### src/design/axi_write_bridge_pkg.sv
/* APB to AXI4-Lite write bridge definitions */

package axi_write_bridge_pkg;

    // --------------------
    // Bus widths
    localparam int ADDR_WIDTH = 32;
    localparam int DATA_WIDTH = 32;
    // One strobe bit per data byte
    localparam int STRB_WIDTH = DATA_WIDTH / 8;

    typedef logic [ADDR_WIDTH-1:0] addr_t;
    typedef logic [DATA_WIDTH-1:0] data_t;
    typedef logic [STRB_WIDTH-1:0] strb_t;
    typedef logic [1:0]            resp_t;

    // --------------------
    // AXI response codes, upper bit set means error
    localparam resp_t RESP_OKAY   = 2'b00;
    localparam resp_t RESP_EXOKAY = 2'b01;
    localparam resp_t RESP_SLVERR = 2'b10;
    localparam resp_t RESP_DECERR = 2'b11;

    // Sequencer states
    typedef enum logic [2:0] {
        IDLE,
        DO_ADDR,
        DO_DATA,
        DO_RESP,
        FINISH
    } seq_state_t;

endpackage

### src/design/write_req_if.sv
/* Captured write request */

`timescale 1ns/1ps

interface write_req_if;

    // Request payload, straight from the APB side
    axi_write_bridge_pkg::addr_t addr;
    axi_write_bridge_pkg::data_t data;
    axi_write_bridge_pkg::strb_t strb;

    // Load strobe for the channel payload registers
    logic capture;

    // Sequencer side
    modport ctrl (
        output capture
    );

    // Channel side
    modport chan (
        input addr,
        input data,
        input strb,
        input capture
    );

endinterface

### src/design/apb_write_sequencer.sv
/* APB write sequencer */

`timescale 1ns/1ps

module apb_write_sequencer (
    input  logic        clock,
    input  logic        rst_n,

    // APB control
    input  logic        psel,
    input  logic        penable,
    input  logic        pwrite,

    write_req_if.ctrl   req,

    // Channel enable/done pairs
    output logic        aw_enable,
    output logic        w_enable,
    output logic        b_enable,
    input  logic        aw_done,
    input  logic        w_done,
    input  logic        b_done,

    // Registered error flag from the B channel
    input  logic        resp_error,

    // APB completion
    output logic        pready,
    output logic        pslverr
);

    axi_write_bridge_pkg::seq_state_t state;
    axi_write_bridge_pkg::seq_state_t state_next;

    logic access;
    // Transfer in flight is a write
    logic is_write;

    // APB access phase
    assign access = psel && penable;

    // --------------------
    // State register
    always_ff @(posedge clock or negedge rst_n) begin
        if (!rst_n) begin
            state    <= axi_write_bridge_pkg::IDLE;
            is_write <= 1'b0;
        end else begin
            state <= state_next;
            if (state == axi_write_bridge_pkg::IDLE && access) begin
                is_write <= pwrite;
            end
        end
    end

    // --------------------
    // Next state
    // Strict order of address, data and response
    always_comb begin
        state_next = state;
        case (state)
            axi_write_bridge_pkg::IDLE: begin
                if (access) begin
                    // Reads skip the AXI side entirely
                    state_next = pwrite ? axi_write_bridge_pkg::DO_ADDR
                                        : axi_write_bridge_pkg::FINISH;
                end
            end
            axi_write_bridge_pkg::DO_ADDR: begin
                if (aw_done) state_next = axi_write_bridge_pkg::DO_DATA;
            end
            axi_write_bridge_pkg::DO_DATA: begin
                if (w_done) state_next = axi_write_bridge_pkg::DO_RESP;
            end
            axi_write_bridge_pkg::DO_RESP: begin
                if (b_done) state_next = axi_write_bridge_pkg::FINISH;
            end
            axi_write_bridge_pkg::FINISH: begin
                // One cycle of pready
                state_next = axi_write_bridge_pkg::IDLE;
            end
            default: state_next = axi_write_bridge_pkg::IDLE;
        endcase
    end

    // --------------------
    // Outputs decoded from state
    assign req.capture = (state == axi_write_bridge_pkg::IDLE) && access && pwrite;

    assign aw_enable = (state == axi_write_bridge_pkg::DO_ADDR);
    assign w_enable  = (state == axi_write_bridge_pkg::DO_DATA);
    assign b_enable  = (state == axi_write_bridge_pkg::DO_RESP);

    assign pready  = (state == axi_write_bridge_pkg::FINISH);
    // Reads always fail
    assign pslverr = pready && (!is_write || resp_error);

    // Done only from the channel whose state is active
    assert property (@(posedge clock) disable iff (!rst_n)
        ({aw_done, w_done, b_done} & ~{aw_enable, w_enable, b_enable}) == 3'b000);

    // Completion only while the APB access is held
    assert property (@(posedge clock) disable iff (!rst_n)
        pready |-> psel && penable);

endmodule

### src/design/aw_channel.sv
/* AXI write address channel */

`timescale 1ns/1ps

module aw_channel (
    input  logic                        clock,
    input  logic                        rst_n,

    write_req_if.chan                   req,

    // Sequencer handshake
    input  logic                        enable,
    output logic                        done,

    // AXI AW
    output logic                        awvalid,
    input  logic                        awready,
    output axi_write_bridge_pkg::addr_t awaddr
);

    // Payload register, loaded once per request
    always_ff @(posedge clock) begin
        if (req.capture) begin
            awaddr <= req.addr;
        end
    end

    // --------------------
    // Valid control
    // Raised the cycle after enable, dropped on the handshake
    always_ff @(posedge clock or negedge rst_n) begin
        if (!rst_n) begin
            awvalid <= 1'b0;
        end else if (awvalid && awready) begin
            awvalid <= 1'b0;
        end else if (enable && !awvalid) begin
            awvalid <= 1'b1;
        end
    end

    // Handshake cycle
    assign done = awvalid && awready;

    // Address held while slave stalls
    assert property (@(posedge clock) disable iff (!rst_n)
        awvalid && !awready |=> $stable(awaddr));

endmodule

### src/design/axi_write_bridge.sv
/* APB to AXI4-Lite write bridge */

`timescale 1ns/1ps

module axi_write_bridge (
    input  logic                        clock,
    input  logic                        rst_n,

    // APB slave
    input  logic                        psel,
    input  logic                        penable,
    input  logic                        pwrite,
    input  axi_write_bridge_pkg::addr_t paddr,
    input  axi_write_bridge_pkg::data_t pwdata,
    input  axi_write_bridge_pkg::strb_t pstrb,
    output logic                        pready,
    output logic                        pslverr,
    output axi_write_bridge_pkg::data_t prdata,

    // AXI4-Lite write master
    output logic                        awvalid,
    input  logic                        awready,
    output axi_write_bridge_pkg::addr_t awaddr,
    output logic                        wvalid,
    input  logic                        wready,
    output axi_write_bridge_pkg::data_t wdata,
    output axi_write_bridge_pkg::strb_t wstrb,
    input  logic                        bvalid,
    output logic                        bready,
    input  axi_write_bridge_pkg::resp_t bresp
);

    logic aw_enable;
    logic w_enable;
    logic b_enable;
    logic aw_done;
    logic w_done;
    logic b_done;
    logic resp_error;

    // --------------------
    // Request straight from APB
    write_req_if req ();

    assign req.addr = paddr;
    assign req.data = pwdata;
    assign req.strb = pstrb;

    // No read path
    assign prdata = '0;

    apb_write_sequencer u_sequencer (
        .clock      (clock),
        .rst_n      (rst_n),
        .psel       (psel),
        .penable    (penable),
        .pwrite     (pwrite),
        .req        (req.ctrl),
        .aw_enable  (aw_enable),
        .w_enable   (w_enable),
        .b_enable   (b_enable),
        .aw_done    (aw_done),
        .w_done     (w_done),
        .b_done     (b_done),
        .resp_error (resp_error),
        .pready     (pready),
        .pslverr    (pslverr)
    );

    // --------------------
    // One driver per AXI channel
    aw_channel u_aw_channel (
        .clock   (clock),
        .rst_n   (rst_n),
        .req     (req.chan),
        .enable  (aw_enable),
        .done    (aw_done),
        .awvalid (awvalid),
        .awready (awready),
        .awaddr  (awaddr)
    );

    w_channel u_w_channel (
        .clock  (clock),
        .rst_n  (rst_n),
        .req    (req.chan),
        .enable (w_enable),
        .done   (w_done),
        .wvalid (wvalid),
        .wready (wready),
        .wdata  (wdata),
        .wstrb  (wstrb)
    );

    b_channel u_b_channel (
        .clock      (clock),
        .rst_n      (rst_n),
        .enable     (b_enable),
        .done       (b_done),
        .bvalid     (bvalid),
        .bready     (bready),
        .bresp      (bresp),
        .resp_error (resp_error)
    );

endmodule

### src/design/b_channel.sv
/* AXI write response channel */

`timescale 1ns/1ps

module b_channel (
    input  logic                        clock,
    input  logic                        rst_n,

    // Sequencer handshake
    input  logic                        enable,
    output logic                        done,

    // AXI B
    input  logic                        bvalid,
    output logic                        bready,
    input  axi_write_bridge_pkg::resp_t bresp,

    // Error from the last response
    output logic                        resp_error
);

    // --------------------
    // Ready control
    // Up one cycle after enable, down after the handshake
    always_ff @(posedge clock or negedge rst_n) begin
        if (!rst_n) begin
            bready <= 1'b0;
        end else if (bvalid && bready) begin
            bready <= 1'b0;
        end else if (enable && !bready) begin
            bready <= 1'b1;
        end
    end

    assign done = bvalid && bready;

    // --------------------
    // Error flag, SLVERR and DECERR both count
    always_ff @(posedge clock or negedge rst_n) begin
        if (!rst_n) begin
            resp_error <= 1'b0;
        end else if (done) begin
            resp_error <= bresp[1];
        end
    end

    // Response only taken in the sequencer's response state
    assert property (@(posedge clock) disable iff (!rst_n)
        bvalid && bready |-> enable);

endmodule

### src/design/w_channel.sv
/* AXI write data channel */

`timescale 1ns/1ps

module w_channel (
    input  logic                        clock,
    input  logic                        rst_n,

    write_req_if.chan                   req,

    // Sequencer handshake
    input  logic                        enable,
    output logic                        done,

    // AXI W
    output logic                        wvalid,
    input  logic                        wready,
    output axi_write_bridge_pkg::data_t wdata,
    output axi_write_bridge_pkg::strb_t wstrb
);

    // --------------------
    // Payload registers
    always_ff @(posedge clock) begin
        if (req.capture) begin
            wdata <= req.data;
            wstrb <= req.strb;
        end
    end

    // --------------------
    // Valid control
    // Same rule as the address channel
    always_ff @(posedge clock or negedge rst_n) begin
        if (!rst_n) begin
            wvalid <= 1'b0;
        end else if (wvalid && wready) begin
            wvalid <= 1'b0;
        end else if (enable && !wvalid) begin
            wvalid <= 1'b1;
        end
    end

    assign done = wvalid && wready;

    // Payload held while stalled
    assert property (@(posedge clock) disable iff (!rst_n)
        wvalid && !wready |=> $stable(wdata) && $stable(wstrb));

    // APB side must not send an empty write
    assert property (@(posedge clock) disable iff (!rst_n)
        wvalid |-> wstrb != '0);

endmodule

### config.mk
export PLATFORM = sky130hd
export DESIGN_NAME = axi_write_bridge
export DESIGN_NICKNAME = d
export VERILOG_FILES = /design/src/design/axi_write_bridge_pkg.sv /design/src/design/write_req_if.sv /design/src/design/apb_write_sequencer.sv /design/src/design/aw_channel.sv /design/src/design/axi_write_bridge.sv /design/src/design/b_channel.sv /design/src/design/w_channel.sv
export SDC_FILE = /design/constraint.sdc
export NUM_CORES = 1
export LEC_CHECK = 0
export BUFFER_PORTS_ARGS = -buffer_cell sky130_fd_sc_hd__buf_2
export CORE_ASPECT_RATIO = 1.5
export CORE_MARGIN = 2
export CORE_UTILIZATION = 33
export CTS_CLUSTER_SIZE = 20
export DETAILED_ROUTE_END_ITERATION = 8
export PLACE_DENSITY = 0.7
export SLEW_MARGIN = 20
export SYNTH_ARGS = -nofsm -noshare
export SYNTH_HDL_FRONTEND = slang
export SYNTH_SLANG_ARGS = --single-unit
### constraint.sdc
create_clock -name clock -period 4.5 [get_ports clock]
set_input_delay 0.225 -clock clock [delete_from_list [all_inputs] [get_ports clock]]
set_output_delay 0.225 -clock clock [all_outputs]
set_load 0.005 [all_outputs]
==> flow_summary.ini <==
[floorplan]
start_util_pct = 33.9
fp.dieW_um = 78.0
dieHeight_um = 115
core-area_mm2 = 0.00801
io-pin-count = 183
row_count = 40
dieArea_mm2 = 0.00898

[final_layout]
n_antenna_cell = 0
syn_to_final_growth_pct = 38.3
drive_above_1_share_pct = 55.0
fin_util_pct = 46.9
fillers = 756
nNetsFinal = 382

[timing]
skew_ps = 10.0
max_freq_mhz = 403
finalMaxSlewViolations = 0
period_share_pct = 55.2
hold_viol = 0
holdWs_ps = 72.6
final-setup-viol-count = 0
rsz0062_at_grt = false
slew_headroom_pct = 31.6
period_needed_ps = 2480
worst_slew_pin_slew_ps = 1020
setup_tns_ps = 0

[route]
drt_iter0_drc = 53
wire_per_inst_um = 12.8
wirelength_mm = 5.29
via_count = 1653
drt-pass1-iter-count = 4
drcViolationCount = 0
routed_via_density = 3.99
ant_nets = 0

[worst_setup_path]
path_class = reg -> reg
crit_required_ps = 4510
r2r_slack_ps = 2020
endpoint_kind = flip-flop
cp-start-kind = flip-flop
arrival_ps = 2490
r2r_start = u_sequencer.state[1]
r2r-end = u_w_channel.wdata[19]
path_max_fanout = 36
reg2reg_depth = 4

[yosys]
syn-cell-area_mm2 = 0.00271
synth_area_leaders = edfxtp_1 75%, buf_4 9.1%, dfrtp_1 7.4%
synth_top_cell_by_area = edfxtp_1
seq_area_frac_synth_pct = 82.7
syn_inst = 145
ys_ff_latch = 76
synthDistinctLibCells = 24
synth_top_area_share_pct = 75.3
syn_avg_cell_area_um2 = 18.7
yosysWarnings = 0

[placement]
numPortBuffers = 149
hpwlAfterDp_mm = 3.99
gp_congestion = 0.679

[power]
cellLeakagePower_nw = 1.64
ir_worst_vdd_uv = 331
totalPowerFinal_mw = 1.74
powerDensity_mw_per_mm2 = 465

[clock_network]
clock_sinks = 76
cts.clk_slew.worst_paths_ps = 60
htree_levels = 3
ctsLongestPathBuffers = 2
clock_latency_ps = 330
cts-root-buf = clkbuf_16
postCtsHoldBufs = 1
cts_setup_buffers = 0
cts_resized = 0
tritoncts = done
cts-buffers-inserted = 9

[worst_hold_path]
holdPathStages = 1
hold_start = pwdata[11]
hold_class = in -> reg
min_to = u_w_channel.wdata[11]

[run]
drv_cap = 0

[grt]
grt_max_degree = 37
grt_use_total_pct = 11.3
antenna_found_initial = 0
grt_pass1_wl_mm = 7.41
grt_overflow_total = 0
grt_pass1_vias = 1534

[status]
status = finished clean
==> worst max path at each step <==
stage	from	endpoint	slack (ps)	cells after the start
after floorplan	u_sequencer.state[0]	u_aw_channel.awaddr[0]	230	4
after global placement	u_sequencer.state[1]	u_w_channel.wdata[10]	2070	4
after detailed placement	u_sequencer.state[1]	u_w_channel.wdata[27]	2000	4
after CTS	u_sequencer.state[1]	u_aw_channel.awaddr[4]	1980	4
after global routing	u_sequencer.state[1]	u_w_channel.wdata[0]	1790	4
final	u_sequencer.state[1]	u_w_channel.wdata[19]	2020	4
==> cells by family (layout without fill, tap and decap cells) <==
family                 Yosys count  in the layout  share of synthesized area, %
flip-flops                      76             76                          82.7
buffers and inverters           39            172                          10.0
AND/OR/NAND/NOR                 18             18                          3.74
AO/OA/AOI/OAI                    8              8                          2.17
multiplexers                     2              2                         0.968
other                            1             32                         0.138
XOR/XNOR                         1              1                         0.323
==> metrics by stage <==
step / instance area (um^2) / instances / setup WS (ps)
6_report: 3750 / 414 / 2020
5_1_grt: 3750 / 414 / 1790
4_1_cts: 3750 / 414 / 1980
3_5_place_dp: 3480 / 397 / 2000
3_3_place_gp: 3480 / 397 / 2070
2_1_floorplan: 2830 / 176 / 229
==> synth_stat cells <==
master	number
nand3_1	3
o21ai_0	3
a21oi_1	1
edfxtp_1	68
a32oi_2	1
buf_2	1
inv_1	5
xnor2_1	1
nor3b_1	1
dfrtp_1	8
nand4b_1	1
nand3_2	1
nor3b_2	1
nor2_2	1
mux2_2	1
a21boi_1	1
buf_4	33
nor3_1	3
nand2_1	5
mux2_4	1
nor2_1	2
conb_1	1
o211ai_1	1
a21o_1	1
==> worst max-delay path: stages, from the launching register on <==
cell	delay, ps
dfrtp_1	510
nor3_1	330
nand3_1	200
nor2_4	810
buf_12	300
==> cells in the final DEF, fill, tap and decap left out, types with 3 or more instances in the layout <==
cell,n
buf_2,149
edfxtp_1,68
conb_1,32
clkbuf_16,9
dfrtp_1,8
inv_1,5
nand2_1,5
nor3_1,3
nand3_1,3
o21ai_0,3
==> layer usage <==
layer  vias to the layer above  global-route usage, %  part of all wire (%)
met2                        99                   20.1                    55
met5                         -                      0                     0
met3                         8                   3.69                   8.1
li1                        783                      -                     -
met1                       763                   11.3                    35
met4                         0                   7.13                   2.4
==> area by class of cell <==
cell class	count	area [um^2]	area share (%)
repair buffers	151	776	20.7
multi-input cells	61	323	8.60
clock buffers	11	233	6.20
well taps	105	131	3.50
inverters	5	18.8	0.500
flip-flops and latches	76	2240	59.8
clock inverters	5	28.8	0.767
==> power breakdown <==
group	leakage, nW	switching (mW)	internal [mW]
Combinational	0.798	0.117	0.121
Sequential	0.714	0.0489	0.842
Clock	0.123	0.247	0.369
==> registers in the layout, indices dropped and copies added, names as in the netlist, 3 cells and up <==
signal and cells:
u_aw_channel.awaddr 32, u_w_channel.wdata 32, u_w_channel.wstrb 4, u_sequencer.state 3
(Power assumes the default switching activity.)
